<file path="src/hdl/fb_cmd_pkg.sv">
package fb_cmd_pkg;

   localparam int CMD_ADDR_WIDTH = 23;
   localparam int DW             = 16;
   localparam int BURST_LEN      = 8;

   // Word address is {bank, row, column}
   localparam int BANK_W   = 2;
   localparam int ROW_W    = 13;
   localparam int COL_W    = 8;
   localparam int COL_LSB  = 0;
   localparam int ROW_LSB  = COL_LSB + COL_W;
   localparam int BANK_LSB = ROW_LSB + ROW_W;

   typedef enum logic [1:0] {
      WRITE_BURST,
      READ_BURST,
      REFRESH
   } job_kind_e;

   typedef struct packed {
      job_kind_e         kind;
      logic [BANK_W-1:0] bank;
      logic [ROW_W-1:0]  row;
      logic [COL_W-1:0]  col;
   } fb_job_t;

endpackage

</file>
<file path="src/hdl/sdram_cmd_arbiter.sv">
`timescale 1ns/1ns

module sdram_cmd_arbiter (
   input  logic                                clk,
   input  logic                                rst,
   input  logic                                init_done,
   input  logic                                refresh_req,
   input  logic                                we_req,
   input  logic                                rd_req,
   input  logic [fb_cmd_pkg::CMD_ADDR_WIDTH-1:0] cmd_addr,
   input  logic                                seq_idle,
   output logic                                we_ack,
   output logic                                rd_ack,
   output logic                                job_start,
   output fb_cmd_pkg::fb_job_t                 job
);
   import fb_cmd_pkg::*;

   logic [1:0] ref_pend;  // Refresh ticks not yet served
   logic       start_ok;
   logic       take_ref;
   logic       take_we;
   logic       take_rd;
   job_kind_e  kind_next;

   // Sequencer only drops seq_idle the cycle after job_start, so skip that cycle
   assign start_ok = init_done && seq_idle && !job_start;
   assign take_ref = start_ok && ref_pend != '0;
   assign take_we  = start_ok && ref_pend == '0 && we_req;
   assign take_rd  = start_ok && ref_pend == '0 && !we_req && rd_req;

   assign kind_next = take_ref ? REFRESH : (take_we ? WRITE_BURST : READ_BURST);

   always_ff @(posedge clk) begin
      if (rst) begin
         ref_pend  <= '0;
         job_start <= 1'b0;
         we_ack    <= 1'b0;
         rd_ack    <= 1'b0;
      end else begin
         job_start <= take_ref || take_we || take_rd;
         we_ack    <= job_start && job.kind == WRITE_BURST;  // Ack trails the start by one
         rd_ack    <= job_start && job.kind == READ_BURST;
         case ({refresh_req && ref_pend != 2'b11, take_ref})
            2'b10:   ref_pend <= ref_pend + 1'b1;
            2'b01:   ref_pend <= ref_pend - 1'b1;
            default: ;
         endcase
      end
   end

   always_ff @(posedge clk) begin
      if (take_ref || take_we || take_rd)
         job <= '{kind: kind_next,
                  bank: cmd_addr[BANK_LSB +: BANK_W],
                  row:  cmd_addr[ROW_LSB +: ROW_W],
                  col:  cmd_addr[COL_LSB +: COL_W]};
   end

endmodule

</file>
<file path="config.mk">
export PLATFORM = sky130hd
export DESIGN_NAME = sdram_cmd_arbiter
export DESIGN_NICKNAME = d
export VERILOG_FILES = /design/src/hdl/fb_cmd_pkg.sv /design/src/hdl/sdram_cmd_arbiter.sv
export SDC_FILE = /design/constraint.sdc
export NUM_CORES = 1
export LEC_CHECK = 0
export BUFFER_PORTS_ARGS = -buffer_cell sky130_fd_sc_hd__buf_2
export CAP_MARGIN = 20
export CORE_MARGIN = 1.5
export CORE_UTILIZATION = 40
export CTS_CLUSTER_DIAMETER = 40
export DETAILED_ROUTE_END_ITERATION = 12
export PLACE_DENSITY = 0.82
export SYNTH_ARGS = -nofsm -noshare
export SYNTH_HDL_FRONTEND = slang
export SYNTH_SLANG_ARGS = --single-unit
export TNS_END_PERCENT = 20
</file>
<file path="constraint.sdc">
create_clock -name clk -period 2.3 [get_ports clk]
set_input_delay 0.115 -clock clk [delete_from_list [all_inputs] [get_ports clk]]
set_output_delay 0.115 -clock clk [all_outputs]
set_load 0.02 [all_outputs]
</file>
==> impl_metrics.ini, run 1 <==
[cells_and_area]
drive_gt1_share_pct = 47.10
register_area_um2 = 850.8
n_antenna_cell = 0
area.growth.synth_to_final_pct = 61.17
final_cell_mix = buf_2 (57), edfxtp_1 (25), dlygate4sd3_1 (23)
multi_input_area_um2 = 120.1
nNetsFinal = 168
post-route-util_pct = 70.03
fillers = 142
final_common_cell = buf_2

[floorplanning]
core_area_um2 = 2255
die_h_um = 52.49
initial_core_util_pct = 43.45
die_area_um2 = 2755
floorplan.rows = 17
fp.dieW_um = 52.49
ios = 58

[routing]
final_antenna_net_count = 0
vias = 768
dr.pass1.iters = 4
via_per_inst = 4.627
routed_wl_mm = 2.530
drc = 0
wl_per_cell_um = 15.24
drtIter0Drc = 12

[yosys]
synth_seq_cells = 30
syn_nets = 81
synth_seq_area_share_pct = 86.85
synth_area_leaders = edfxtp_1 (77%), dfxtp_1 (10%), nor2_1 (1.5%)
syn_area_um2 = 979.7
ys_warn_count = 0
synth_top_cell_by_area = edfxtp_1
synth_area_per_cell_um2 = 19.59
synth_cell_types = 17
synth_top_area_share_pct = 76.63
syn_inst = 50

[global_routing]
grt_max_degree = 16
track_usage_pct = 20.16
grt_pass1_wl_mm = 3.588
gr-total-overflow = 0
grt_pass1_vias = 784
antenna_found_initial = 0

[critical_path]
end_kind = flip-flop
path_depth = 3
cpPeakStageDelay_ns = 0.46
crit_slowest_cell = nor2_2
crit_arrival_ns = 1.70
worstSetupPathType = flip-flop to flip-flop
cp_num_buf_inv = 1
required_ns = 2.32
cp_cell_sequence = nand3b_1 -> nor2_2 -> buf_4
critPathTopFamily = simple AND/OR/NAND/NOR gates
rr_worst_depth = 3
cp-start-kind = flip-flop
cp_max_fo = 15

[sta]
max_clock_freq_mhz = 595.8
setup_viol = 0
rsz0062_at_grt = no
final-hold-violation-count = 0
worst_slew_pin_slew_ns = 0.5024
finalSetupTns_ns = 0
slew_viol_final = 0
fin_crit_sh_pct = 72.97
skew_ns = 0.01093
period_needed_ns = 1.678
slew_headroom_pct = 66.47

[hold_path]
min_path_type = input port to flip-flop
min_path_cells = 2

[run]
drv_cap = 0

[pwr]
seqPwrFrac_pct = 59.2
irDropWorstVdd_mv = 0.4640
power.net_switching_uw = 269.5
pwr-share-clk_pct = 26.4
netSwitchingFraction_pct = 24.89
power.density_nw_per_um2 = 685.8
p_int_uw = 813.4
combPwrFrac_pct = 14.4
p_leak_nw = 0.6704

[placed_design]
portBuffers = 57
place.gp.congestion = 0.6471

[clock_tree]
ctsRootBufferMaster = clkbuf_4
cts.clk_slew.worst_paths_ns = 0.08
worst_skew_pair.late_latency_ns = 0.33
clock_sinks = 30
htreeDepth = 2
cts_max_path_buffers = 2
cts_buffers = 5
tritoncts = yes
cts_resized = 0

[run_status]
status = complete, no violations
-- path summary, 6_finish.rpt --
path / end / from / slack (ns)
max reg2reg: job[24] / job_start / 0.62
max: job[24] / job_start / 0.62
min: ref_pend[1] / rst / 0.02
min reg2reg: rd_ack / job[24] / 0.50
-- power groups by stage --
stage               logic [mW]  registers (mW)  clock network, mW
finish                   0.156           0.641              0.285
global route             0.169           0.645              0.310
CTS                      0.153           0.639              0.288
detailed placement       0.122           0.652                  0
global placement         0.117           0.650                  0
floorplan               0.0490           0.677                  0
-- sequential cells by signal, summed over array words and instances (netlist names) --
signal	cells
job	25
job_start	1
rd_ack	1
ref_pend	2
we_ack	1
-- cells by family (layout without fill, tap and decap cells) --
family | after synthesis | after routing | synth area share (%)
AOI/OAI and AO/OA | 2 | 2 | 1.021
xor gates and xnor gates | 2 | 2 | 1.788
adders and majority gates | 1 | 1 | 1.277
buffers and inverters | 1 | 89 | 1.149
DFF | 30 | 30 | 86.85
and+or+nand+nor | 14 | 14 | 7.920
-- worst register-to-register path, stage by stage, from the launching register on --
cell	delay, ns
dfxtp_1	0.34
nand3b_1	0.25
nor2_2	0.46
buf_4	0.33
-- per-layer routing --
metal | global-route usage, % | part of all wire (%) | vias to the layer above
met4 | 13.25 | 2.8 | 0
met3 | 9.714 | 13 | 7
li1 | - | - | 364
met1 | 20.35 | 38 | 349
met2 | 32.71 | 46 | 48
met5 | 0 | 0 | -
-- cell usage after synthesis --
cell type and count:
ha_1 1, nand3b_1 1, nor3_1 2, o21ai_0 1, or3_1 1, edfxtp_1 25
nor2_1 4, xor2_1 1, nor4bb_1 1, nor4_1 1, nor4b_1 1, xnor2_1 1
or2_1 1, buf_6 1, nand2_1 2, a21oi_1 1, dfxtp_1 5
-- area by class of cell --
type / instances / share of cell area, %
Clock buffer: 6 / 2.615
Clock inverter: 2 / 0.5547
Sequential cell: 30 / 53.88
Timing Repair Buffer: 81 / 33.12
Multi-Input combinational cell: 19 / 7.607
Tap cell: 28 / 2.219
-- per-stage QoR --
| step | hold WS, ns | cell area, um^2 | std cells | power (mW) | setup slack, ns |
|---|---|---|---|---|---|
| 4_1_cts | 0.006043 | 1579 | 166 | 1.080 | 0.6048 |
| 2_1_floorplan | 0.1841 | 979.7 | 50 | 0.7258 | 0.1991 |
| 6_report | 0.02488 | 1579 | 166 | 1.083 | 0.6216 |
| 3_3_place_gp | 0.2924 | 1299 | 135 | 0.7669 | 0.7176 |
| 5_1_grt | 0.03104 | 1579 | 166 | 1.123 | 0.5060 |
| 3_5_place_dp | 0.2934 | 1299 | 135 | 0.7741 | 0.6163 |
-- timing repair --
item,4_1_cts,5_1_grt
setup buffers,0,0
hold buffers,23,0
endpoints found under the hold margin,23,0
Note: power is estimated with default switching activity, not from simulation.
==> run 2, diff against run 1 <==
Clock period 2.3 ns to 1.6 ns, I/O delays scaled along.
==> run 2 against run 1 <==
Net effect: the run now ends with setup timing left; clock-buffer cell count rose by 1; hold slack improved by 0.16 ns; flip-flop and latch count unchanged; setup slack worse by 0.64 ns; sequential power grew 43%; global-route usage shrank 3.5 points; first-iteration DRC count is 17% lower; cell count is 2.4% higher.
==> impl_metrics.ini, run 2 (same netlist as run 1, synthesis figures left out) <==
[pwr]
p_int_mw = 1.238
irDropWorstVdd_mv = 0.6471
p_leak_nw = 0.6969
power.net_switching_uw = 375.0
combPwrFrac_pct = 15.9
netSwitchingFraction_pct = 23.25
pwr-share-clk_pct = 27.3
power.density_nw_per_um2 = 979.6
seqPwrFrac_pct = 56.8

[placed_design]
place.gp.congestion = 0.6520
portBuffers = 57
placed_area_um2 = 1311

[critical_path]
r2r_start = job_start
end_kind = flip-flop
startpoint = job_start
cp-start-kind = flip-flop
worstSetupPathType = flip-flop to flip-flop
required_ns = 1.85
cp_max_fo = 4
crit_arrival_ns = 1.87
rr_worst_depth = 6

[routing]
routed_wl_mm = 2.215
via_per_inst = 4.506
drtIter0Drc = 10
final_antenna_net_count = 0
wl_per_cell_um = 13.03
dr.pass1.iters = 4
vias = 766
drc = 0

[cells_and_area]
design_area_um2 = 1647
drive_gt1_share_pct = 51.41
area.growth.synth_to_final_pct = 68.07
final_cell_mix = buf_2 (57), edfxtp_1 (25), dlygate4sd3_1 (24)
regMostFlops = job
largest_reg_flops = 25
final_common_cell = buf_2
n_antenna_cell = 0
top_regs = job x25, ref_pend x2
nNetsFinal = 172

[global_routing]
grt_pass1_wl_mm = 3.084
track_usage_pct = 16.71
grt_pass1_vias = 736
antenna_found_initial = 0
grt_max_degree = 26
gr-total-overflow = 0

[clock_tree]
cts.clk_slew.worst_paths_ns = 0.08
cts_buffers = 5
clock_sinks = 30
ctsRootBufferMaster = clkbuf_4
worst_skew_pair.late_latency_ns = 0.31
cts_max_path_buffers = 2
htreeDepth = 2
tritoncts = yes

[hold_path]
min_path_cells = 4
min_path_type = input port to flip-flop
worstHoldStart = rd_req

[sta]
setup_viol = 1
slew_headroom_pct = 57.45
finalSetupTns_ns = -0.01837
worst_slew_pin_slew_ns = 0.6367
fin_crit_sh_pct = 101.1
final-hold-violation-count = 0
slew_viol_final = 0
period_needed_ns = 1.618
max_clock_freq_mhz = 617.9
skew_ns = 0.004519
setup_slack_ns = -0.01837
rsz0062_at_grt = yes

[floorplanning]
core_area_um2 = 2255
die_area_um2 = 2755
floorplan.rows = 17
fp.dieW_um = 52.49
die_h_um = 52.49
ios = 58
initial_core_util_pct = 43.45

[run_status]
violations = setup timing
status = finished with violations

[run]
drv_cap = 0
run 2: cell count changes in the layout (fill, tap and decap cells not counted):
cell,previous run,this run
nor2_4,0,1
dfxtp_1,5,4
nor2_1,3,2
a21oi_1,1,0
dlygate4sd3_1,23,24
a21oi_2,0,1
ha_4,0,1
dfxtp_2,0,1
ha_1,1,0
clkinv_1,1,0
buf_4,1,4
clkbuf_8,0,1
run 2: final timing paths:
| path | slack, ns | to |
|---|---|---|
| worst min-delay path | 0.19 | job_start |
| worst max-delay path | -0.02 | ref_pend[1] |
| worst min register to register | 0.47 | we_ack |
| worst max register to register | -0.02 | ref_pend[1] |
run 2: cell type report:
| type | count | area, um^2 |
|---|---|---|
| flip-flops and latches | 30 | 852.1 |
| clock buffers | 7 | 55.05 |
| clock inverters | 1 | 5.005 |
| repair buffers | 85 | 555.5 |
| well taps | 28 | 35.03 |
| fillers | 160 | 608.1 |
| multi-input cells | 19 | 143.9 |
run 2: per-stage QoR:
step | setup WS [ns] | power, mW | utilization [%] | hold WS (ns) | instances
after global placement | 0.07491 | 1.117 | 58.16 | 0.2567 | 136
after floorplan | 0.006232 | 1.046 | - | 0.1491 | 50
after global routing | -0.1052 | 1.689 | 73.03 | 0.1942 | 170
final | -0.01837 | 1.613 | 73.03 | 0.1876 | 170
after CTS | 0.005257 | 1.621 | 71.92 | 0.1526 | 169
after detailed placement | -0.02252 | 1.127 | 58.16 | 0.2584 | 136
run 2: metal layers:
layer	track usage, %	vias to the layer above	part of all wire [%]
li1	-	370	-
met1	15.70	345	37
met2	31.04	46	52
met3	5.714	5	9.0
met4	8.974	0	1.7
met5	0	-	0
run 2: critical path, stage by stage, from the launching register on:
cell and delay (ns):
dfxtp_2 0.33, nand3b_1 0.28, nor2_2 0.24, ha_4 0.16
xnor2_1 0.08, or3_1 0.36, a21oi_2 0.11
run 2: what timing repair did:
item                       4_1_cts  5_1_grt
hold buffers                    24        0
hold endpoints to repair        28        0
resized for setup                1        3
pin swaps                        1        5
setup endpoints to repair        1       26
buffers inserted                 1        1
run 2: power groups by stage:
stage                     sequential, mW  clock (mW)  combinational [mW]
after floorplan                    0.972           0              0.0739
after global placement             0.930           0               0.186
after detailed placement           0.933           0               0.193
after CTS                          0.915       0.462               0.243
after global routing               0.920       0.489               0.281
final                              0.916       0.440               0.256
