--- src/hdl/sdram_pkg.sv ---
package sdram_pkg;

   // Device pins
   localparam int ADDR_BITS = 13;
   localparam int BA_BITS   = 2;
   localparam int DQ_BITS   = 16;
   localparam int DM_BITS   = 2;
   localparam int COL_BITS  = 8;
   localparam int AP_BIT    = 10;  // A10 selects auto-precharge / all banks

   // Power-up wait is 200 us at 50 MHz, divided down so simulation stays short
   localparam int POWERUP_NS    = 200_000;
   localparam int CLK_PERIOD_NS = 20;
   localparam int SIM_SCALE     = 100;
   localparam int T_POWERUP     = POWERUP_NS / CLK_PERIOD_NS / SIM_SCALE;

   localparam int T_RP             = 2;    // Precharge period
   localparam int T_RCD            = 2;    // ACTIVE to READ/WRITE
   localparam int T_RFC            = 7;    // Refresh cycle
   localparam int T_MRD            = 2;    // Mode register set
   localparam int CAS_LATENCY      = 2;
   localparam int REFRESH_INTERVAL = 780;  // 15.6 us at 20 ns

   localparam int INIT_CNT_W = $clog2(T_POWERUP);
   localparam int REF_CNT_W  = $clog2(REFRESH_INTERVAL);
   localparam int SEQ_CNT_W  = 4;

   // {CS, WE, RAS, CAS}, all active low
   typedef enum logic [3:0] {
      NOP          = 4'b0111,
      ACTIVE       = 4'b0101,
      READ         = 4'b0110,
      WRITE        = 4'b0010,
      PRECHARGE    = 4'b0001,
      AUTO_REFRESH = 4'b0100,
      LOAD_MODE    = 4'b0000
   } sdram_cmd_e;

   typedef struct packed {
      sdram_cmd_e           cmd;
      logic [BA_BITS-1:0]   ba;
      logic [ADDR_BITS-1:0] addr;
   } sdram_cmd_t;

   localparam logic [ADDR_BITS-1:0] AP_MASK = ADDR_BITS'(1) << AP_BIT;

   // Write burst = programmed, CL 2, sequential, BL 8
   localparam logic [ADDR_BITS-1:0] MODE_WORD = 13'b000_0_00_010_0_011;

   localparam sdram_cmd_t NOP_CMD = '{cmd: NOP, ba: '0, addr: '0};

endpackage

--- src/hdl/fb_cmd_pkg.sv ---
package fb_cmd_pkg;

   localparam int CMD_ADDR_WIDTH = 23;
   localparam int DW             = 16;
   localparam int BURST_LEN      = 8;

   // Word address is {bank, row, column}
   localparam int BANK_W   = 2;
   localparam int ROW_W    = 13;
   localparam int COL_W    = 8;
   localparam int COL_LSB  = 0;
   localparam int ROW_LSB  = COL_LSB + COL_W;
   localparam int BANK_LSB = ROW_LSB + ROW_W;

   typedef enum logic [1:0] {
      WRITE_BURST,
      READ_BURST,
      REFRESH
   } job_kind_e;

   typedef struct packed {
      job_kind_e         kind;
      logic [BANK_W-1:0] bank;
      logic [ROW_W-1:0]  row;
      logic [COL_W-1:0]  col;
   } fb_job_t;

endpackage

--- src/hdl/sdram_cmd_sequencer.sv ---
`timescale 1ns/1ns

module sdram_cmd_sequencer (
   input  logic                  clk,
   input  logic                  rst,
   input  logic                  init_done,
   input  logic                  job_start,
   input  sdram_pkg::sdram_cmd_t init_cmd,
   input  fb_cmd_pkg::fb_job_t   job,
   output sdram_pkg::sdram_cmd_t dram_cmd,
   output logic                  seq_idle,
   output logic                  wr_beat,
   output logic                  rd_beat
);
   import sdram_pkg::*;
   import fb_cmd_pkg::*;

   typedef enum logic [2:0] {ST_IDLE, ST_OPEN, ST_RCD, ST_BURST, ST_WAIT} seq_st_e;

   seq_st_e              state;
   logic [SEQ_CNT_W-1:0] cnt;
   fb_job_t              job_q;
   sdram_cmd_t           seq_cmd;

   assign seq_idle = (state == ST_IDLE);
   assign dram_cmd = init_done ? seq_cmd : init_cmd;  // Init stage owns the bus until done

   always_ff @(posedge clk) begin
      if (state == ST_IDLE && job_start)
         job_q <= job;
   end

   always_ff @(posedge clk) begin
      if (rst) begin
         state   <= ST_IDLE;
         cnt     <= '0;
         seq_cmd <= NOP_CMD;
         wr_beat <= 1'b0;
         rd_beat <= 1'b0;
      end else begin
         seq_cmd <= NOP_CMD;
         case (state)
            ST_IDLE: begin
               if (job_start)
                  state <= ST_OPEN;
            end
            ST_OPEN: begin
               if (job_q.kind == REFRESH) begin
                  seq_cmd <= '{cmd: AUTO_REFRESH, ba: '0, addr: '0};
                  cnt     <= SEQ_CNT_W'(T_RFC - 1);
                  state   <= ST_WAIT;
               end else begin
                  seq_cmd <= '{cmd: ACTIVE, ba: job_q.bank, addr: job_q.row};
                  cnt     <= SEQ_CNT_W'(T_RCD - 1);
                  state   <= ST_RCD;
               end
            end
            ST_RCD: begin
               // Write data is taken one cycle before the WRITE command
               if (cnt == SEQ_CNT_W'(1) && job_q.kind == WRITE_BURST)
                  wr_beat <= 1'b1;
               if (cnt != '0) begin
                  cnt <= cnt - 1'b1;
               end else begin
                  seq_cmd <= '{cmd: (job_q.kind == WRITE_BURST) ? WRITE : READ,
                               ba: job_q.bank,
                               addr: AP_MASK | ADDR_BITS'(job_q.col)};  // Auto-precharge
                  rd_beat <= (job_q.kind == READ_BURST);
                  cnt     <= SEQ_CNT_W'(BURST_LEN - 1);
                  state   <= ST_BURST;
               end
            end
            ST_BURST: begin
               if (cnt == SEQ_CNT_W'(1))
                  wr_beat <= 1'b0;
               if (cnt != '0) begin
                  cnt <= cnt - 1'b1;
               end else begin
                  rd_beat <= 1'b0;
                  cnt     <= SEQ_CNT_W'(T_RP - 1);  // Row closes by itself
                  state   <= ST_WAIT;
               end
            end
            ST_WAIT: begin
               if (cnt != '0)
                  cnt <= cnt - 1'b1;
               else
                  state <= ST_IDLE;
            end
            default: state <= ST_IDLE;
         endcase
      end
   end

endmodule

--- config.mk ---
export PLATFORM = sky130hd
export DESIGN_NAME = sdram_cmd_sequencer
export DESIGN_NICKNAME = d
export VERILOG_FILES = /design/src/hdl/sdram_pkg.sv /design/src/hdl/fb_cmd_pkg.sv /design/src/hdl/sdram_cmd_sequencer.sv
export SDC_FILE = /design/constraint.sdc
export NUM_CORES = 1
export LEC_CHECK = 0
export BUFFER_PORTS_ARGS = -buffer_cell sky130_fd_sc_hd__buf_4
export CORE_ASPECT_RATIO = 1.5
export CORE_MARGIN = 2
export CORE_UTILIZATION = 54
export DETAILED_ROUTE_END_ITERATION = 6
export GPL_ROUTABILITY_DRIVEN = 1
export HOLD_SLACK_MARGIN = 0.12
export PLACE_DENSITY = 0.95
export SLEW_MARGIN = 10
export SYNTH_ARGS = -nofsm -noshare
export SYNTH_HDL_FRONTEND = slang
export SYNTH_SLANG_ARGS = --single-unit
--- constraint.sdc ---
create_clock -name clk -period 4 [get_ports clk]
set_input_delay 0.8 -clock clk [delete_from_list [all_inputs] [get_ports clk]]
set_output_delay 0.8 -clock clk [all_outputs]
set_load 0.005 [all_outputs]
==> results.json, run 1 <==
{
  "cts_tree": "yes",
  "ys.flop_type": "dfxtp_1",
  "netlist_area_um2": 2210,
  "ant_nets": 0,
  "worst_slew_pin_slew_ns": 1.07,
  "worstPathMaxFanout": 25,
  "dr.pass1.iters": 4,
  "syn_area_per_cell_um2": 12.2,
  "root_buffer": "clkbuf_8",
  "gp_congestion": 0.864,
  "dp_hpwl_um": 3290,
  "powerDensity_nw_per_um2": 446,
  "synth-simple-area-share_pct": 16.9,
  "final_util_pct": 71.7,
  "clkTransAtPathRegs_ns": 0.09,
  "hold_viol": 0,
  "ctsResizeCount": 0,
  "vias": 1658,
  "floorplan.initialDensity_pct": 55.9,
  "numPortBuffers": 69,
  "cts_setup_buffers": 0,
  "wl_per_cell_um": 15.3,
  "setup_violations": 0,
  "synth_fp_nets": 231,
  "synth_seq_cells": 52,
  "grt_start_max_net_pins": 26,
  "tns_ns": 0,
  "placementRows": 28,
  "cts_hold_buf": 0,
  "clk_latency_ns": 0.30,
  "crit_path_top_delay_cell": "and2_1",
  "arrival_ns": 2.28,
  "drt_iter0_markers": 67,
  "hold_path_class": "reg2reg",
  "grt_overflow": 0,
  "synth_mux_area_share_pct": 9.15,
  "drive_gt1_share_pct": 42.5,
  "syn_to_final_growth_pct": 28.2,
  "cts_buffers": 5,
  "grt_pass1_wl_um": 6790,
  "drv_cap": 0,
  "antenna_found_initial": 0,
  "min_period_ns": 2.36,
  "crit_chain": "nor3_1 > and2_1",
  "grt_pass1_vias": 1563,
  "synth_compound_area_share_pct": 11.2,
  "drc": 0,
  "synthArstFlopShare_pct": 0,
  "cp-start-kind": "flop",
  "die_width_um": 56.3,
  "final-max-slew-violation-count": 0,
  "crit_type": "reg2reg",
  "slew_headroom_pct": 28.7,
  "antenna_cells": 0,
  "core_um2": 3960,
  "yosysUniqueCellTypes": 41,
  "worstPathRequired_ns": 3.92,
  "die_y_um": 82.4,
  "status": "finished, final reports clean",
  "htreeDepth": 2,
  "synth_edf_count": 25,
  "nets": 296,
  "worst_setup_path_end_kind": "flop",
  "hold_depth": 1,
  "final_common_cell": "buf_4",
  "ir_drop_mv": 0.397,
  "leakage_nw": 1.13,
  "via_per_inst": 5.68,
  "cpPeakStageDelay_ns": 0.91,
  "cts_sinks": 52,
  "synthCells": 181,
  "drt-total-wl_um": 4470,
  "seq_area_frac_synth_pct": 58.3,
  "yosys.area_share.adder_pct": 1.13,
  "ys_warn_count": 0,
  "synth_top_family_by_area": "simple AND/OR/NAND/NOR gates",
  "grt_usage_pct": 19.4,
  "grt_setup_unrepaired": "false",
  "fin_skew_ns": 0.00967,
  "finalCritPeriodShare_pct": 59.0,
  "hold_slack_ns": 0.478,
  "io_pins": 70,
  "layout_common_cells": "buf_4 (69), dfxtp_1 (27), edfxtp_1 (25)",
  "synthXorXnorAreaFrac_pct": 0.395,
  "cts_buffer_depth": 2,
  "die_area_um2": 4640,
  "fmax_mhz": 423,
  "reg2reg_depth": 2
}
[cell families (layout without fill, tap and decap cells)]
group / Yosys count / in the layout
AOI/OAI and AO/OA: 33 / 33
xor gates and xnor gates: 1 / 1
adders and majority gates: 2 / 2
buffers and inverters: 13 / 79
DFF: 52 / 52
muxes: 18 / 18
and+or+nand+nor: 62 / 62
[metrics by stage]
stage / cell area [µm²] / setup WS, ns / instances / power, mW
after detailed placement: 2730 / 1.64 / 284 / 0.950
after CTS: 2840 / 1.62 / 292 / 1.27
after floorplan: 2210 / 1.46 / 181 / 0.852
final: 2840 / 1.64 / 292 / 1.27
after global routing: 2840 / 1.45 / 292 / 1.33
after global placement: 2730 / 1.68 / 284 / 0.938
[Yosys cell counts (all sizes together), types with 2 or more instances]
| cell | instances | area [µm²] |
|---|---|---|
| dfxtp | 27 | 541 |
| clkbuf | 3 | 11.3 |
| nor3 | 10 | 65.1 |
| nor3b | 3 | 27.5 |
| a22oi | 9 | 67.6 |
| o21a | 3 | 22.5 |
| a21oi | 6 | 30.0 |
| buf | 8 | 45.0 |
| nand2b | 5 | 38.8 |
| nor4 | 2 | 12.5 |
| inv | 2 | 7.51 |
| ha | 2 | 25.0 |
| nor2 | 17 | 63.8 |
| mux2 | 18 | 203 |
| nor2b | 6 | 37.5 |
| edfxtp | 25 | 751 |
| and3 | 5 | 31.3 |
| nand3b | 2 | 15.0 |
| nand2 | 3 | 11.3 |
| nand4 | 2 | 12.5 |
| a31oi | 3 | 18.8 |
| o21ai | 5 | 25.0 |
[flip-flops by register name, indices dropped and copies added, names as in the netlist]
name,count
job_q,25
seq_cmd,18
cnt,4
state,3
rd_beat,1
wr_beat,1
[worst max-delay path, delay by kind of cell, from the launching register on]
kind,cells,cell delay (ns)
AND/OR/NAND/NOR,2,1.44
flip-flops,1,0.53
[final timing paths]
path | from | end | slack (ns)
setup / recovery | state[0] | job_q[8] | 1.64
hold / removal | job_q[19] | seq_cmd[11] | 0.48
setup reg to reg | state[0] | job_q[8] | 1.64
hold reg to reg | job_q[19] | seq_cmd[11] | 0.48
[layout make-up]
type / instances / area (µm²)
clock buffer: 6 / 93.8
clock inverter: 2 / 12.5
fill: 289 / 1120
inverter: 2 / 7.51
multi-input combinational: 116 / 860
sequential: 52 / 1290
tap: 45 / 56.3
timing repair buffer: 69 / 518
[metal layers]
metal,share of wire (%),vias to the layer above,track usage (%)
met4,2.6,0,10.7
met5,0,-,0
met1,37,788,19.6
met2,55,62,36.5
li1,-,796,-
met3,5.1,12,4.52
[power by group]
group | switching (mW) | total (mW) | internal, mW | leakage (nW)
Combinational | 0.140 | 0.285 | 0.145 | 0.620
Clock | 0.168 | 0.328 | 0.160 | 0.0540
Sequential | 0.0415 | 0.654 | 0.613 | 0.458
Total | 0.349 | 1.27 | 0.918 | 1.13
Note: power is estimated with default switching activity, not from simulation.
==> inputs of run 2 (changes only) <==
Settings changed: CORE_UTILIZATION 54 to 50, PLACE_DENSITY 0.95 to 0.9.
Clock period 4 ns to 2.2 ns, I/O delays scaled along.
==> run 2 against run 1 <==
Against the previous run: sequential power increased by 79%; routed wire length up 4.2%; clock-buffer cell count stayed put; die area increased by 7.5%; sequential share of layout area decreased by 0.50 points; sequential cell count unchanged; combinational power is 100% higher; via count down 0.54%; critical endpoint is now seq_idle; largest power group unchanged; highest routed layer unchanged.
==> results.json, run 2 (same netlist as run 1, synthesis figures left out) <==
{
  "cts_buffers": 5,
  "fmax_mhz": 520,
  "setup_violations": 0,
  "worst_slew_pin_slew_ns": 0.643,
  "grt_usage_pct": 19.5,
  "fin_skew_ns": 0.00931,
  "min_period_ns": 1.92,
  "clkTransAtPathRegs_ns": 0.09,
  "final-max-slew-violation-count": 0,
  "cp-start-kind": "flop",
  "grt_pass1_vias": 1498,
  "drive_gt1_share_pct": 43.7,
  "numPortBuffers": 69,
  "final_common_cell": "buf_4",
  "die_area_um2": 4990,
  "cts_buffer_depth": 2,
  "place_area_um2": 2790,
  "die_width_um": 58.3,
  "ir_drop_mv": 0.623,
  "finalCritPeriodShare_pct": 87.4,
  "crit_path_top_delay_cell": "nor3_1",
  "p_int_mw": 1.62,
  "dr.pass1.iters": 4,
  "powerDensity_nw_per_um2": 784,
  "power.share.clock_pct": 22.6,
  "antenna_found_initial": 0,
  "vias": 1649,
  "fill_cells": 331,
  "slew_headroom_pct": 56.9,
  "die_y_um": 85.5,
  "critPathBufInv": 1,
  "grt_pass1_wl_um": 7200,
  "syn_to_final_growth_pct": 29.6,
  "hold_viol": 0,
  "arrival_ns": 1.48,
  "crit_chain": "nor3_1 > buf_4",
  "crit_family": "simple AND/OR/NAND/NOR gates",
  "ctsResizeCount": 0,
  "cts_tree": "yes",
  "layout_common_cells": "buf_4 (76), dfxtp_1 (27), edfxtp_1 (25)",
  "status": "finished, final reports clean",
  "leakage_nw": 1.15,
  "cts_setup_buffers": 0,
  "finish.instance_area_um2": 2870,
  "gp_congestion": 0.914,
  "cpPeakStageDelay_ns": 0.54,
  "htreeDepth": 2,
  "placementRows": 29,
  "worst_setup_path_end_kind": "output port",
  "via_per_inst": 5.50,
  "regMostFlops": "job_q",
  "drc": 0,
  "antenna_cells": 0,
  "clk_latency_ns": 0.30,
  "cts_hold_buf": 0,
  "grt_start_max_net_pins": 26,
  "grt_setup_unrepaired": "false",
  "grt_overflow": 0,
  "pwr-share-seq_pct": 52.0,
  "wl_per_cell_um": 15.5,
  "top_regs": "job_q x25, seq_cmd x18, cnt x4",
  "core_um2": 4250,
  "drt-total-wl_um": 4650,
  "largest_register_ffs": 25,
  "tns_ns": 0,
  "floorplan.initialDensity_pct": 52.2,
  "drt_iter0_markers": 47,
  "hold_slack_ns": 0.311,
  "root_buffer": "clkbuf_8",
  "nets": 303,
  "worstPathMaxFanout": 12,
  "hold_path_class": "in2reg",
  "switching_share_pct": 27.8,
  "switchingPower_mw": 0.627,
  "drv_cap": 0,
  "cts_sinks": 52,
  "p_comb_share_pct": 25.4,
  "crit_type": "reg2out",
  "worstPathRequired_ns": 1.76,
  "ant_nets": 0,
  "dp_hpwl_um": 3500,
  "io_pins": 70
}
## run 2: changes by cell type in the layout (fill, tap and decap cells not counted), sizes merged
cell / change
buf: +7
clkinv: -1
clkinvlp: +1
## run 2: path summary, 6_finish.rpt
| kind | startpoint | end | slack (ns) | cells after the start |
|---|---|---|---|---|
| min | job[1] | job_q[1] | 0.31 | 1 |
| max | state[1] | seq_idle | 0.28 | 2 |
| max reg2reg | cnt[0] | seq_cmd[14] | 0.32 | 7 |
| min reg2reg | job_q[17] | seq_cmd[9] | 0.47 | 1 |
## run 2: final cells by class
| cell class | instances | area (µm²) | share of cell area [%] |
|---|---|---|---|
| timing repair buffer | 76 | 571 | 19.9 |
| clock buffer | 6 | 72.6 | 2.53 |
| multi-input combinational | 116 | 860 | 29.9 |
| clock inverter | 2 | 11.3 | 0.392 |
| sequential | 52 | 1290 | 45.0 |
| inverter | 2 | 7.51 | 0.262 |
| tap | 46 | 57.6 | 2.01 |
## run 2: per-stage QoR
stage | power, mW | util (%) | cells | setup WS (ns)
after floorplan | 1.55 | - | 181 | 0.209
after global placement | 1.75 | 65.6 | 292 | 0.434
after detailed placement | 1.76 | 65.6 | 292 | 0.336
after CTS | 2.27 | 67.6 | 300 | 0.287
after global routing | 2.37 | 67.6 | 300 | 0.166
final | 2.25 | 67.6 | 300 | 0.277
## run 2: per-layer routing
metal / share of wire [%] / wire (µm) / track usage [%]
met2: 54 / 2510 / 33.5
met1: 37 / 1730 / 21.9
met5: 0 / 0 / 0
met4: 3.8 / 178 / 10.6
met3: 5.0 / 232 / 4.37
## run 2: worst reg2reg max path: stages (launching register included)
cell,delay [ns]
dfxtp_1,0.34
inv_1,0.08
ha_1,0.25
or3b_4,0.45
nor3_2,0.16
buf_4,0.19
nor2_1,0.08
nor3b_1,0.24
## run 2: power groups by stage
stage | clock (mW) | sequential (mW) | combinational [mW]
floorplan | 0 | 1.17 | 0.379
global placement | 0 | 1.19 | 0.564
detailed placement | 0 | 1.19 | 0.570
CTS | 0.526 | 1.17 | 0.572
global route | 0.569 | 1.18 | 0.623
finish | 0.509 | 1.17 | 0.572
==> inputs of run 3 (changes only) <==
Settings changed: CORE_ASPECT_RATIO 1.5 to not set, CORE_UTILIZATION 50 to 35, PLACE_DENSITY 0.9 to 0.55.
==> run 3 against run 2 <==
Against the previous run: non-clock buffer count up 1; global-route usage shrank 5.7 points; utilization down 19 points; via count down 2.2%.
==> results.json, run 3 (same netlist as run 1, synthesis figures left out) <==
{
  "status": "finished, final reports clean",
  "final_common_cell": "buf_4",
  "io_pins": 70,
  "p_int_mw": 1.63,
  "cts_buffer_depth": 2,
  "fmax_mhz": 502,
  "worst_slew_pin_slew_ns": 0.652,
  "fill_cells": 580,
  "wl_per_cell_um": 14.4,
  "nets": 304,
  "antenna_cells": 0,
  "cts_setup_buffers": 0,
  "final_util_pct": 48.6,
  "placementRows": 28,
  "drv_cap": 0,
  "place_area_um2": 2830,
  "worstPathMaxFanout": 11,
  "regMostFlops": "job_q",
  "finalCritPeriodShare_pct": 90.6,
  "power.share.clock_pct": 24.5,
  "drive_gt1_share_pct": 44.7,
  "final-max-slew-violation-count": 0,
  "die_area_um2": 6980,
  "hold_viol": 0,
  "hp-start": "job[10]",
  "grt_setup_unrepaired": "false",
  "syn_to_final_growth_pct": 32.1,
  "antenna_found_initial": 0,
  "hold_depth": 1,
  "switchingPower_mw": 0.670,
  "die_y_um": 83.5,
  "pre_cts_slack_ns": 0.353,
  "core_um2": 6030,
  "drc": 0,
  "min_to": "job_q[10]",
  "crit_type": "reg2out",
  "fin_ws_ns": 0.206,
  "arrival_ns": 1.55,
  "hold_path_class": "in2reg",
  "pwr-share-seq_pct": 50.8,
  "htreeDepth": 2,
  "switching_share_pct": 29.1,
  "critPathLaunch": "state[1]",
  "floorplan.initialDensity_pct": 36.8,
  "grt_pass1_vias": 1560,
  "largest_register_ffs": 25,
  "worstPathRequired_ns": 1.76,
  "cts_tree": "yes",
  "finish.instance_area_um2": 2930,
  "die_width_um": 83.5,
  "clk_latency_ns": 0.30,
  "final_cell_count_no_fill": 330,
  "powerDensity_nw_per_um2": 786,
  "ctsResizeCount": 0,
  "cts_buffers": 5,
  "ir_drop_mv": 0.425,
  "drt-total-wl_um": 4770,
  "hold_slack_ns": 0.303,
  "worst_setup_path_end_kind": "output port",
  "layout_common_cells": "buf_4 (77), dfxtp_1 (27), edfxtp_1 (25)",
  "rrSetupSlack_ns": 0.33,
  "tns_ns": 0,
  "r2r-end": "seq_cmd[0]",
  "top_regs": "job_q x25, seq_cmd x18, cnt x4",
  "drt_iter0_markers": 81,
  "grt_start_max_net_pins": 20,
  "vias": 1613,
  "root_buffer": "clkbuf_8",
  "grt_usage_pct": 13.8,
  "clkTransAtPathRegs_ns": 0.10,
  "dr.pass1.iters": 4,
  "dp.cells": 322,
  "fin_skew_ns": 0.00823,
  "cts_hold_buf": 0,
  "grt_overflow": 0,
  "via_per_inst": 4.89,
  "reg2reg_depth": 7,
  "p_comb_share_pct": 24.6,
  "leakage_nw": 1.16,
  "grt_pass1_wl_um": 7830,
  "dp_hpwl_um": 3470,
  "setup_violations": 0,
  "gp_congestion": 0.852,
  "slew_headroom_pct": 56.2,
  "p_total_mw": 2.30,
  "numPortBuffers": 69,
  "cp-start-kind": "flop",
  "cts_sinks": 52,
  "min_period_ns": 1.99,
  "r2r_start": "cnt[0]",
  "ant_nets": 0
}
-- run 3: cell types whose count changed in the layout (fill, tap and decap cells not counted), sizes merged --
cell    change
inv         +1
clkbuf      -1
buf         +1
-- run 3: final cells by class --
type                       instances  area (µm²)  share of cell area [%]
clock inverter                     3        27.5                   0.941
clock buffer                       5        68.8                    2.35
tap                               75        93.8                    3.21
sequential                        52        1290                    44.1
multi-input combinational        116         860                    29.4
timing repair buffer              77         578                    19.8
inverter                           2        7.51                   0.257
-- run 3: metal layers --
layer,track usage (%),part of all wire [%],vias up,routed length [µm]
met3,3.56,5.8,5,275
met1,20.4,49,741,2320
met5,0,0,-,0
li1,-,-,809,-
met4,3.08,0.92,0,44
met2,20.3,45,58,2130
-- run 3: worst max-delay path by stage --
stage | end | slack, ns
detailed placement | seq_cmd[0] | 0.35
global route | seq_idle | 0.15
finish | seq_idle | 0.21
CTS | seq_idle | 0.19
global placement | job_q[23] | 0.33
floorplan | job_q[0] | 0.21
-- run 3: worst max-delay path, stage by stage, from the launching register on --
cell     delay, ns
dfxtp_1       0.44
nor3_1        0.59
buf_4         0.22
-- run 3: power groups by stage --
stage | clock network [mW] | registers, mW | logic (mW)
2_1_floorplan | 0 | 1.17 | 0.379
3_3_place_gp | 0 | 1.19 | 0.567
3_5_place_dp | 0 | 1.19 | 0.566
4_1_cts | 0.589 | 1.17 | 0.569
5_1_grt | 0.623 | 1.18 | 0.628
6_report | 0.565 | 1.17 | 0.567
