`src/hdl/sdram_pkg.sv`:
```
package sdram_pkg;

   // Device pins
   localparam int ADDR_BITS = 13;
   localparam int BA_BITS   = 2;
   localparam int DQ_BITS   = 16;
   localparam int DM_BITS   = 2;
   localparam int COL_BITS  = 8;
   localparam int AP_BIT    = 10;  // A10 selects auto-precharge / all banks

   // Power-up wait is 200 us at 50 MHz, divided down so simulation stays short
   localparam int POWERUP_NS    = 200_000;
   localparam int CLK_PERIOD_NS = 20;
   localparam int SIM_SCALE     = 100;
   localparam int T_POWERUP     = POWERUP_NS / CLK_PERIOD_NS / SIM_SCALE;

   localparam int T_RP             = 2;    // Precharge period
   localparam int T_RCD            = 2;    // ACTIVE to READ/WRITE
   localparam int T_RFC            = 7;    // Refresh cycle
   localparam int T_MRD            = 2;    // Mode register set
   localparam int CAS_LATENCY      = 2;
   localparam int REFRESH_INTERVAL = 780;  // 15.6 us at 20 ns

   localparam int INIT_CNT_W = $clog2(T_POWERUP);
   localparam int REF_CNT_W  = $clog2(REFRESH_INTERVAL);
   localparam int SEQ_CNT_W  = 4;

   // {CS, WE, RAS, CAS}, all active low
   typedef enum logic [3:0] {
      NOP          = 4'b0111,
      ACTIVE       = 4'b0101,
      READ         = 4'b0110,
      WRITE        = 4'b0010,
      PRECHARGE    = 4'b0001,
      AUTO_REFRESH = 4'b0100,
      LOAD_MODE    = 4'b0000
   } sdram_cmd_e;

   typedef struct packed {
      sdram_cmd_e           cmd;
      logic [BA_BITS-1:0]   ba;
      logic [ADDR_BITS-1:0] addr;
   } sdram_cmd_t;

   localparam logic [ADDR_BITS-1:0] AP_MASK = ADDR_BITS'(1) << AP_BIT;

   // Write burst = programmed, CL 2, sequential, BL 8
   localparam logic [ADDR_BITS-1:0] MODE_WORD = 13'b000_0_00_010_0_011;

   localparam sdram_cmd_t NOP_CMD = '{cmd: NOP, ba: '0, addr: '0};

endpackage

```
`src/hdl/sdram_init_refresh.sv`:
```
`timescale 1ns/1ns

module sdram_init_refresh (
   input  logic                  clk,
   input  logic                  rst,
   output logic                  dram_cke,
   output sdram_pkg::sdram_cmd_t init_cmd,
   output logic                  init_done,
   output logic                  refresh_req
);
   import sdram_pkg::*;

   typedef enum logic [2:0] {ST_POWER, ST_PRE, ST_REF1, ST_REF2, ST_MODE, ST_DONE} init_st_e;

   init_st_e              state;
   logic [INIT_CNT_W-1:0] cnt;
   logic [REF_CNT_W-1:0]  ref_cnt;

   always_ff @(posedge clk) begin
      if (rst) begin
         state     <= ST_POWER;
         cnt       <= INIT_CNT_W'(T_POWERUP - 1);
         dram_cke  <= 1'b0;
         init_cmd  <= NOP_CMD;
         init_done <= 1'b0;
      end else begin
         init_cmd <= NOP_CMD;
         if (state == ST_POWER && cnt == INIT_CNT_W'(1))
            dram_cke <= 1'b1;  // CKE up one cycle before the first command
         if (cnt != '0) begin
            cnt <= cnt - 1'b1;
         end else begin
            case (state)
               ST_POWER: begin
                  init_cmd <= '{cmd: PRECHARGE, ba: '0, addr: AP_MASK};  // All banks
                  cnt      <= INIT_CNT_W'(T_RP - 1);
                  state    <= ST_PRE;
               end
               ST_PRE: begin
                  init_cmd <= '{cmd: AUTO_REFRESH, ba: '0, addr: '0};
                  cnt      <= INIT_CNT_W'(T_RFC - 1);
                  state    <= ST_REF1;
               end
               ST_REF1: begin
                  init_cmd <= '{cmd: AUTO_REFRESH, ba: '0, addr: '0};
                  cnt      <= INIT_CNT_W'(T_RFC - 1);
                  state    <= ST_REF2;
               end
               ST_REF2: begin
                  init_cmd <= '{cmd: LOAD_MODE, ba: '0, addr: MODE_WORD};
                  cnt      <= INIT_CNT_W'(T_MRD - 1);
                  state    <= ST_MODE;
               end
               ST_MODE: begin
                  init_done <= 1'b1;  // tMRD elapsed
                  state     <= ST_DONE;
               end
               default: ;
            endcase
         end
      end
   end

   // Periodic refresh tick, free running once the device is up
   always_ff @(posedge clk) begin
      if (rst) begin
         ref_cnt     <= REF_CNT_W'(REFRESH_INTERVAL - 1);
         refresh_req <= 1'b0;
      end else begin
         refresh_req <= 1'b0;
         if (init_done) begin
            if (ref_cnt == '0) begin
               ref_cnt     <= REF_CNT_W'(REFRESH_INTERVAL - 1);
               refresh_req <= 1'b1;
            end else begin
               ref_cnt <= ref_cnt - 1'b1;
            end
         end
      end
   end

endmodule

```
`config.mk`:
```
export PLATFORM = sky130hd
export DESIGN_NAME = sdram_init_refresh
export DESIGN_NICKNAME = d
export VERILOG_FILES = /design/src/hdl/sdram_pkg.sv /design/src/hdl/sdram_init_refresh.sv
export SDC_FILE = /design/constraint.sdc
export NUM_CORES = 1
export LEC_CHECK = 0
export ABC_CLOCK_PERIOD_IN_PS = 2600
export BUFFER_PORTS_ARGS = -buffer_cell sky130_fd_sc_hd__buf_2
export CAP_MARGIN = 20
export CORE_UTILIZATION = 45
export CTS_CLUSTER_DIAMETER = 30
export DETAILED_ROUTE_END_ITERATION = 6
export PLACE_DENSITY = 0.66
export SLEW_MARGIN = 20
export SYNTH_ARGS = -nofsm -noshare
export SYNTH_HDL_FRONTEND = slang
export SYNTH_SLANG_ARGS = --single-unit
```
`constraint.sdc`:
```
create_clock -name clk -period 2.6 [get_ports clk]
set_clock_uncertainty 0.1 [all_clocks]
set_input_delay 0.39 -clock clk [delete_from_list [all_inputs] [get_ports clk]]
set_output_delay 0.39 -clock clk [all_outputs]
set_load 0.1 [all_outputs]
```
==> results of run 1 <==
==> metal layers <==
metal	vias to the layer above	global-route usage (%)	share of wire, %
li1	574	-	-
met1	515	25.2	55
met2	30	23.0	40
met3	5	2.90	4.2
met4	0	6.12	1.5
met5	-	0	0
==> worst register-to-register path: stages (launching register included) <==
cell and delay (ns):
dfxtp_1 0.39, inv_1 0.12, ha_1 0.20, or3b_2 0.53
nor4b_2 0.31, mux2_2 0.37
==> state kept, by name (all words and copies together) (netlist names) <==
signal       cells
init_done        1
init_cmd         5
cnt              7
refresh_req      1
state            3
dram_cke         1
ref_cnt         10
==> kinds of logic after synthesis <==
logic type | Yosys count | share of synthesized area, %
fa+ha+maj | 4 | 3.56
compound gates | 35 | 17.2
buf+inv | 28 | 11.6
simple gates | 59 | 24.3
other cells | 1 | 0.266
flops | 28 | 39.8
mux | 1 | 0.800
xor+xnor | 4 | 2.49
==> power by group through the flow <==
stage | registers (mW) | clock network [mW] | logic, mW
finish | 0.448 | 0.214 | 0.128
global route | 0.451 | 0.239 | 0.135
CTS | 0.448 | 0.221 | 0.127
detailed placement | 0.457 | 0 | 0.127
global placement | 0.457 | 0 | 0.126
floorplan | 0.453 | 0 | 0.130
==> metrics by stage <==
stage | hold slack, ns | worst slack [ns] | power (mW) | utilization, % | cell area, um^2
2_1_floorplan | 0.363 | 0.295 | 0.583 | - | 1450
3_3_place_gp | 0.364 | 0.617 | 0.583 | 49.9 | 1420
3_5_place_dp | 0.360 | 0.527 | 0.584 | 49.9 | 1420
4_1_cts | 0.343 | 0.505 | 0.796 | 51.1 | 1460
5_1_grt | 0.353 | 0.395 | 0.825 | 51.1 | 1460
6_report | 0.356 | 0.485 | 0.790 | 51.1 | 1460
==> placed cells by master, fill, tap and decap left out, types with 2 or more instances in the layout <==
master | synthesis | layout
nor4_1 | 6 | 6
xor2_1 | 2 | 2
or3_1 | 4 | 4
buf_2 | 0 | 11
a31oi_1 | 3 | 3
or4_1 | 3 | 3
nor2_1 | 13 | 13
conb_1 | 1 | 12
o31ai_1 | 2 | 2
or2_2 | 2 | 2
a41oi_1 | 4 | 4
a21o_1 | 2 | 2
a21oi_1 | 7 | 7
a311o_1 | 2 | 2
nor4b_1 | 2 | 2
ha_1 | 4 | 4
dfxtp_1 | 28 | 27
xnor2_1 | 2 | 2
o21ai_0 | 6 | 6
nand2_1 | 13 | 13
clkbuf_4 | 0 | 3
nor3_1 | 3 | 3
buf_4 | 15 | 2
inv_1 | 7 | 7
==> final cells by class <==
| class | count | area (um^2) |
|---|---|---|
| fillers | 266 | 1390 |
| multi-input cells | 115 | 726 |
| flip-flops and latches | 28 | 562 |
| repair buffers | 13 | 70.1 |
| well taps | 31 | 38.8 |
| clock buffers | 4 | 36.3 |
| inverters | 7 | 26.3 |
==> worst max path at each step <==
stage	end	slack, ns	depth (start not counted)
floorplan	ref_cnt[9]	0.30	4
global placement	state[1]	0.62	5
detailed placement	state[1]	0.53	5
CTS	state[1]	0.51	5
global route	state[1]	0.40	5
finish	state[1]	0.48	5
==> flow_summary.yaml, run 1 <==
outcome:
  status: "finished, violations left"
  violations: "DRC"
clock_tree:
  htree_levels: 1
  clock-sinks: 28
  cts_tree: "built"
  holdBufCountCts: 0
  post_cts.repair.setup_buffers: 0
  post_cts.resized_instances: 0
  path_clk_slew_ns: 0.15
  cts-buffers-inserted: 3
  cts_root_buf: "clkbuf_4"
  clk-insertion-delay-late_ns: 0.33
  clk_path_buf_depth: 2
synth:
  synth_ff_type: "dfxtp_1"
  ys_seq_area_share_pct: 39.8
  synth_area_um2: 1410
  synthCells: 160
  synthTopCellsByArea: "dfxtp_1 40%, buf_4 8.0%, ha_1 3.6%, nand2_1 3.5%, nor2_1 3.5%"
  post-synth-top-count-cell: "dfxtp_1"
  ys_types: 47
  synth-warning-count: 0
  ys_async_sr_fraction_pct: 0
  synth_top_area_cell: "dfxtp_1"
  synth_top_area_share_pct: 39.8
  synth_area_per_cell_um2: 8.80
  synth-seq-cells: 28
  netlist_top_cells_count: "28 x dfxtp_1, 15 x buf_4, 13 x nand2_1, 13 x nor2_1"
  synth-edff-count: 0
timing:
  setup_viol: 0
  finalMaxSlewViolations: 0
  tightest_slew_ns: 0.823
  rsz0062_at_grt: "false"
  period_share_pct: 81.4
  relSlewSlack_pct: 44.3
  fmax_ghz: 0.473
  finalHoldViolCount: 0
  finalCriticalPeriod_ns: 2.12
  fin_tns_setup_ns: 0
route:
  drt_wl_total_mm: 2.50
  vias: 1124
  drc: 3
  final_antenna_net_count: 0
  drt_pre_antenna_iters: 6
  wl_per_cell_um: 12.6
  drtIter0Drc: 37
  post_drt_via_cell_ratio: 5.68
grt:
  grt_overflow: 0
  grt_pass1_vias: 979
  grtUsageTotal_pct: 16.5
  grt_pass1_wl_mm: 4.37
  grt_max_degree: 26
  antenna_found_initial: 0
worst_setup_path:
  rrSetupSlack_ns: 0.48
  crit_buf_inv: 1
  critPathKind: "register to register"
  critPathCaptureType: "register"
  r2r_end: "state[1]"
  cp_top_family: "simple AND/OR/NAND/NOR gates"
  critPathRequiredTime_ns: 2.74
  startpoint_type: "register"
  cp_slowest_cell: "or3b_2"
  crit_fanout: 6
  crit_start: "cnt[0]"
  worstRegToRegCells: 5
  cp.arrival_ns: 2.26
  crit_path_max_incr_delay_ns: 0.53
  rr_startpoint: "cnt[0]"
  timing.critical_path.cells: "inv_1, ha_1, or3b_2, nor4b_2, mux2_2"
hold_path:
  holdPathEnd: "init_done"
  hp-start: "rst"
  hold_path.class: "input port to register"
  hold_depth: 2
pwr:
  pwr-share-clk_pct: 27.1
  power_density_nw_per_um2: 542
  pwr-share-seq_pct: 56.7
  power_switching_mw: 0.246
  p_comb_share_pct: 16.2
  ir_worst_vdd_v: 0.000285
  swShare_pct: 31.1
  internal-power_mw: 0.544
  leakagePower_nw: 0.593
floorplanning:
  dieArea_um2: 3360
  row_count: 19
  die_h_um: 57.9
  io_pins: 24
  die_w_um: 57.9
  core_um2: 2850
  start_util_pct: 49.3
cells_and_area:
  area_delta_synth_final_pct: 3.64
  instances_no_fill: 198
  drive_above_1_share_pct: 15.6
  layout.nets: 174
  diodes: 0
place:
  place.gp.congestion: 0.800
  dp_hpwl_mm: 1.84
  dp.cells: 194
  portBuffers: 11
flow_run:
  cap_violations: 0
(Power assumes the default switching activity.)
==> run 2: changes to the inputs <==
--- a/config.mk
+++ b/config.mk
@@ -5,13 +5,14 @@
 export SDC_FILE = /design/constraint.sdc
 export NUM_CORES = 1
 export LEC_CHECK = 0
-export ABC_CLOCK_PERIOD_IN_PS = 2600
+export ABC_AREA = 1
+export ABC_CLOCK_PERIOD_IN_PS = 1800
 export BUFFER_PORTS_ARGS = -buffer_cell sky130_fd_sc_hd__buf_2
 export CAP_MARGIN = 20
 export CORE_UTILIZATION = 45
 export CTS_CLUSTER_DIAMETER = 30
 export DETAILED_ROUTE_END_ITERATION = 6
-export PLACE_DENSITY = 0.66
+export PLACE_DENSITY = 0.69
 export SLEW_MARGIN = 20
 export SYNTH_ARGS = -nofsm -noshare
 export SYNTH_HDL_FRONTEND = slang
==> constraint.sdc (replaced) <==
create_clock -name clk -period 1.8 [get_ports clk]
set_clock_uncertainty 0.1 [all_clocks]
set_input_delay 0.27 -clock clk [delete_from_list [all_inputs] [get_ports clk]]
set_output_delay 0.27 -clock clk [all_outputs]
set_load 0.1 [all_outputs]
==> flow_summary.yaml, run 2 <==
synth:
  synth-warning-count: 0
  synth_top_area_share_pct: 38.5
  synth_area_um2: 1460
  ys_types: 27
  ys_async_sr_fraction_pct: 0
  ys_seq_area_share_pct: 38.5
  synth-edff-count: 0
  synthTopCellsByArea: "dfxtp_1 38%, nand2_1 11%, buf_4 8.2%, nand3_1 6.9%, nor2_1 6.7%"
  netlist_top_cells_count: "44 x nand2_1, 28 x dfxtp_1, 26 x nor2_1"
  synthCells: 201
  synth_top_area_cell: "dfxtp_1"
  synth_area_per_cell_um2: 7.25
  post-synth-top-count-cell: "nand2_1"
  synth-seq-cells: 28
  synth_ff_type: "dfxtp_1"
timing:
  rsz0062_at_grt: "false"
  finalHoldViolCount: 0
  setup_viol: 0
  finalMaxSlewViolations: 0
  finalCriticalPeriod_ns: 1.63
  period_share_pct: 90.4
  timing.final.ws_setup_ns: 0.173
  fmax_ghz: 0.615
  fin_tns_setup_ns: 0
place:
  portBuffers: 11
  dp_hpwl_mm: 1.80
  post_dp_cell_area_um2: 1490
  place.gp.congestion: 0.805
  dp_slack_ns: 0.237
clock_tree:
  htree_levels: 1
  clk-insertion-delay-late_ns: 0.33
  clk_path_buf_depth: 2
  clock-sinks: 28
  path_clk_slew_ns: 0.15
  post_cts.repair.setup_buffers: 0
  cts_tree: "built"
  holdBufCountCts: 0
  post_cts.resized_instances: 0
  cts_root_buf: "clkbuf_4"
  cts-buffers-inserted: 3
worst_setup_path:
  r2r_end: "init_cmd[17]"
  critPathKind: "register to output pin"
  rrSetupSlack_ns: 0.21
  cp_top_family: "flip-flops"
  cp_slowest_cell: "dfxtp_2"
  critPathCaptureType: "output pin"
  rr_startpoint: "cnt[0]"
  startpoint_type: "register"
  critical_path_depth: 1
  crit_fanout: 10
  timing.critical_path.cells: "buf_2"
  critPathRequiredTime_ns: 1.43
  crit_path_max_incr_delay_ns: 0.46
  cp.arrival_ns: 1.26
  crit_buf_inv: 1
  worstRegToRegCells: 6
route:
  vias: 1146
  post_drt_via_cell_ratio: 4.49
  wl_met1_mm: 1.29
  wl_per_cell_um: 9.38
  final_antenna_net_count: 0
  routed-wl-met3_um: 93
  drt_wl_total_mm: 2.39
  wl_met2_um: 951
  drt_pre_antenna_iters: 5
  highest_layer: "met4"
  drtIter0Drc: 36
  drc: 0
cells_and_area:
  regMostFlops: "ref_cnt"
  layout_common_cells: "44 x nand2_1, 27 x dfxtp_1, 26 x nor2_1, 25 x inv_1, 20 x nand3_1"
  area_delta_synth_final_pct: 4.47
  layout.nets: 218
  drive_above_1_share_pct: 16.1
  top_regs: "ref_cnt (10), cnt (7), init_cmd (5)"
  diodes: 0
  layout_commonest_cell: "nand2_1"
  largest_reg_flops: 10
  design_area_um2: 1520
  utilization_pct: 49.8
pwr:
  internal-power_mw: 0.777
  p_total_mw: 1.12
  leakagePower_nw: 0.749
  p_comb_share_pct: 15.5
  pwr-share-seq_pct: 57.0
  pwr-share-clk_pct: 27.4
  swShare_pct: 30.7
  power_density_nw_per_um2: 737
  ir_worst_vdd_v: 0.000312
  power_switching_mw: 0.344
hold_path:
  holdPathEnd: "init_done"
  hold_path.class: "input port to register"
  hold_depth: 2
  hp-start: "rst"
floorplanning:
  io_pins: 24
  dieArea_um2: 3470
  start_util_pct: 47.7
  die_w_um: 58.9
  row_count: 20
  die_h_um: 58.9
  core_um2: 3050
grt:
  antenna_found_initial: 0
  grt_overflow: 0
  grt_max_degree: 16
  grtUsageTotal_pct: 15.3
  grt_pass1_vias: 915
  grt_pass1_wl_mm: 4.03
outcome:
  status: "finished, final reports clean"
flow_run:
  cap_violations: 0
[run 2: changes by cell type after synthesis, moves of 4 or more]
cell,change
nand3_1,+20
nand2_1,+31
nor2_1,+13
a21oi_1,-4
clkbuf_1,-5
nor4_1,-6
or3_1,-4
inv_1,+18
a41oi_1,-4
[run 2: worst max-delay path by stage]
| stage | startpoint | to | slack [ns] |
|---|---|---|---|
| after floorplan | init_cmd[5] | init_cmd[1] | 0.06 |
| after global placement | cnt[0] | init_cmd[17] | 0.27 |
| final | init_done | init_done | 0.17 |
| after detailed placement | cnt[0] | init_cmd[17] | 0.24 |
| after CTS | init_done | init_done | 0.16 |
| after global routing | cnt[0] | init_cmd[5] | 0.09 |
[run 2: layout make-up]
type / instances / area, um^2
flip-flops and latches: 28 / 562
well taps: 44 / 55.1
fillers: 318 / 1530
multi-input cells: 138 / 697
clock buffers: 4 / 36.3
inverters: 29 / 109
repair buffers: 12 / 62.6
[run 2: kinds of logic (layout without fill, tap and decap cells)]
kind of cell | count (synthesis) | count (layout) | synth area share, %
DFF | 28 | 28 | 38.5
xor gates and xnor gates | 5 | 5 | 3.01
buffers and inverters | 46 | 45 | 16.5
adders and majority gates | 4 | 4 | 3.44
other | 1 | 12 | 0.257
AOI/OAI and AO/OA | 11 | 11 | 4.81
and+or+nand+nor | 106 | 106 | 33.5
[run 2: metrics by stage]
step	instances	hold WS (ns)
2_1_floorplan	212	0.342
3_3_place_gp	251	0.335
3_5_place_dp	251	0.343
4_1_cts	255	0.0783
5_1_grt	255	0.0797
6_report	255	0.0895
[run 2: power groups by stage]
| stage | Sequential, mW | Combinational (mW) | Clock, mW |
|---|---|---|---|
| after floorplan | 0.651 | 0.181 | 0 |
| after global placement | 0.653 | 0.174 | 0 |
| after detailed placement | 0.653 | 0.173 | 0 |
| after CTS | 0.640 | 0.174 | 0.320 |
| after global routing | 0.641 | 0.187 | 0.338 |
| final | 0.640 | 0.174 | 0.307 |
[run 2: metal layers]
metal	track usage, %	vias up
met5	0	-
met4	8.16	0
met3	2.64	5
met2	21.3	30
met1	22.4	494
li1	-	617
==> run 3: changes to the inputs <==
--- a/config.mk
+++ b/config.mk
@@ -5,7 +5,6 @@
 export SDC_FILE = /design/constraint.sdc
 export NUM_CORES = 1
 export LEC_CHECK = 0
-export ABC_AREA = 1
 export ABC_CLOCK_PERIOD_IN_PS = 1800
 export BUFFER_PORTS_ARGS = -buffer_cell sky130_fd_sc_hd__buf_2
 export CAP_MARGIN = 20
==> flow_summary.yaml, run 3 (synthesis results as in run 1) <==
worst_setup_path:
  r2r_end: "state[1]"
  endpoint: "state[1]"
  cp_slowest_cell: "dfxtp_4"
  crit_start: "cnt[1]"
  timing.critical_path.cells: "inv_4, ha_4, or3b_4, nor4b_4, mux2_4"
  crit_path_max_incr_delay_ns: 0.39
  crit_fanout: 3
  worstRegToRegCells: 5
  critPathCaptureType: "register"
  rr_startpoint: "cnt[1]"
  rrSetupSlack_ns: 0.03
  critPathRequiredTime_ns: 1.96
  cp.arrival_ns: 1.93
  critPathKind: "register to register"
  startpoint_type: "register"
place:
  place.gp.congestion: 0.826
  portBuffers: 11
  post_dp_cell_area_um2: 1590
  dp_hpwl_mm: 2.14
floorplanning:
  row_count: 19
  die_w_um: 57.9
  start_util_pct: 49.3
  die_h_um: 57.9
  io_pins: 24
  dieArea_um2: 3360
  core_um2: 2850
clock_tree:
  path_clk_slew_ns: 0.16
  cts_tree: "built"
  cts-buffers-inserted: 3
  htree_levels: 1
  clock-sinks: 28
  clk-insertion-delay-late_ns: 0.34
  clk_path_buf_depth: 2
  cts_root_buf: "clkbuf_4"
cells_and_area:
  design_area_um2: 1670
  top_regs: "ref_cnt (10), cnt (7), init_cmd (5)"
  largest_reg_flops: 10
  regMostFlops: "ref_cnt"
  area_delta_synth_final_pct: 18.8
  layout_common_cells: "25 x dfxtp_1, 24 x buf_4, 13 x nand2_1, 13 x nor2_1, 12 x conb_1"
  layout.nets: 196
  utilization_pct: 58.6
  layout_commonest_cell: "dfxtp_1"
  diodes: 0
  drive_above_1_share_pct: 29.1
grt:
  grt_pass1_vias: 1078
  grtUsageTotal_pct: 19.1
  grt_max_degree: 26
  grt_overflow: 0
  antenna_found_initial: 0
  grt_pass1_wl_mm: 4.97
outcome:
  status: "finished, violations left"
  violations: "DRC"
route:
  wl_met1_mm: 1.51
  final_antenna_net_count: 0
  drtIter0Drc: 42
  drt_wl_total_mm: 3.05
  drt_pre_antenna_iters: 6
  wl_per_cell_um: 13.9
  drc: 3
  post_drt_via_cell_ratio: 5.79
  vias: 1273
  wl_met2_mm: 1.35
  routed-wl-met3_um: 152
  highest_layer: "met4"
pwr:
  ir_worst_vdd_v: 0.000323
  leakagePower_nw: 0.702
  power_density_nw_per_um2: 711
timing:
  finalHoldViolCount: 0
  finalMaxSlewViolations: 0
  fmax_ghz: 0.565
  finalCriticalPeriod_ns: 1.77
  period_share_pct: 98.3
  fin_tns_setup_ns: 0
  setup_viol: 0
  rsz0062_at_grt: "true"
hold_path:
  hold_path.class: "input port to register"
flow_run:
  cap_violations: 0
[run 3: changes by cell type in the layout (fill, tap and decap cells not counted), moves of 4 or more]
cell | before | now
a41oi_1 | 0 | 4
or3_1 | 0 | 4
nand2_1 | 44 | 13
nand3_1 | 20 | 0
a21oi_1 | 3 | 7
nor4_1 | 0 | 6
nor2_1 | 26 | 13
buf_4 | 1 | 24
inv_1 | 25 | 5
[run 3: what timing repair did]
action / CTS / global route
hold buffers: 0 / 0
gates resized for setup: 0 / 3
buffers inserted: 0 / 5
endpoints found under the setup margin: 0 / 1
[run 3: how the worst min path moves through the flow]
| stage | from | to | slack (ns) | cells past startpoint |
|---|---|---|---|---|
| 6_report | rst | state[2] | 0.23 | 2 |
| 5_1_grt | rst | state[2] | 0.25 | 2 |
| 4_1_cts | rst | dram_cke | 0.23 | 2 |
| 3_5_place_dp | dram_cke | dram_cke | 0.38 | 2 |
| 3_3_place_gp | dram_cke | dram_cke | 0.36 | 2 |
| 2_1_floorplan | rst | init_cmd[16] | 0.27 | 1 |
[run 3: worst max-delay path: cells and delay by family (launching register included)]
kind	cells	cell delay (ns)
adder cells (fa/ha/maj)	1	0.12
buffers and inverters	1	0.06
flip-flops	1	0.39
multiplexers	1	0.32
AND/OR/NAND/NOR	2	0.69
[run 3: layout make-up]
cell class              count  area [um^2]
clock buffers               4         36.3
fillers                   254         1180
inverters                   7         31.3
multi-input cells         115          762
flip-flops and latches     28          569
well taps                  31         38.8
repair buffers             35          235
[run 3: per-layer routing]
layer	track usage, %	up-vias
li1	-	618
met1	27.8	608
met2	28.7	42
met3	2.68	5
met4	6.80	0
met5	0	-
[run 3: stage by stage]
| stage | hold WS, ns | setup WS, ns | total power [mW] | instances |
|---|---|---|---|---|
| 3_3_place_gp | 0.359 | 0.0490 | 0.861 | 211 |
| 3_5_place_dp | 0.381 | 0.0288 | 0.864 | 211 |
| 2_1_floorplan | 0.272 | -0.175 | 0.848 | 171 |
| 5_1_grt | 0.248 | -0.0279 | 1.24 | 220 |
| 4_1_cts | 0.234 | 0.00602 | 1.18 | 215 |
| 6_report | 0.232 | 0.0307 | 1.19 | 220 |
[run 3: where the power goes]
group | leakage (nW) | switching, mW | internal (mW)
clock | 0.0210 | 0.196 | 0.124
combinational | 0.453 | 0.172 | 0.0537
sequential | 0.228 | 0.0124 | 0.631
total | 0.702 | 0.381 | 0.809
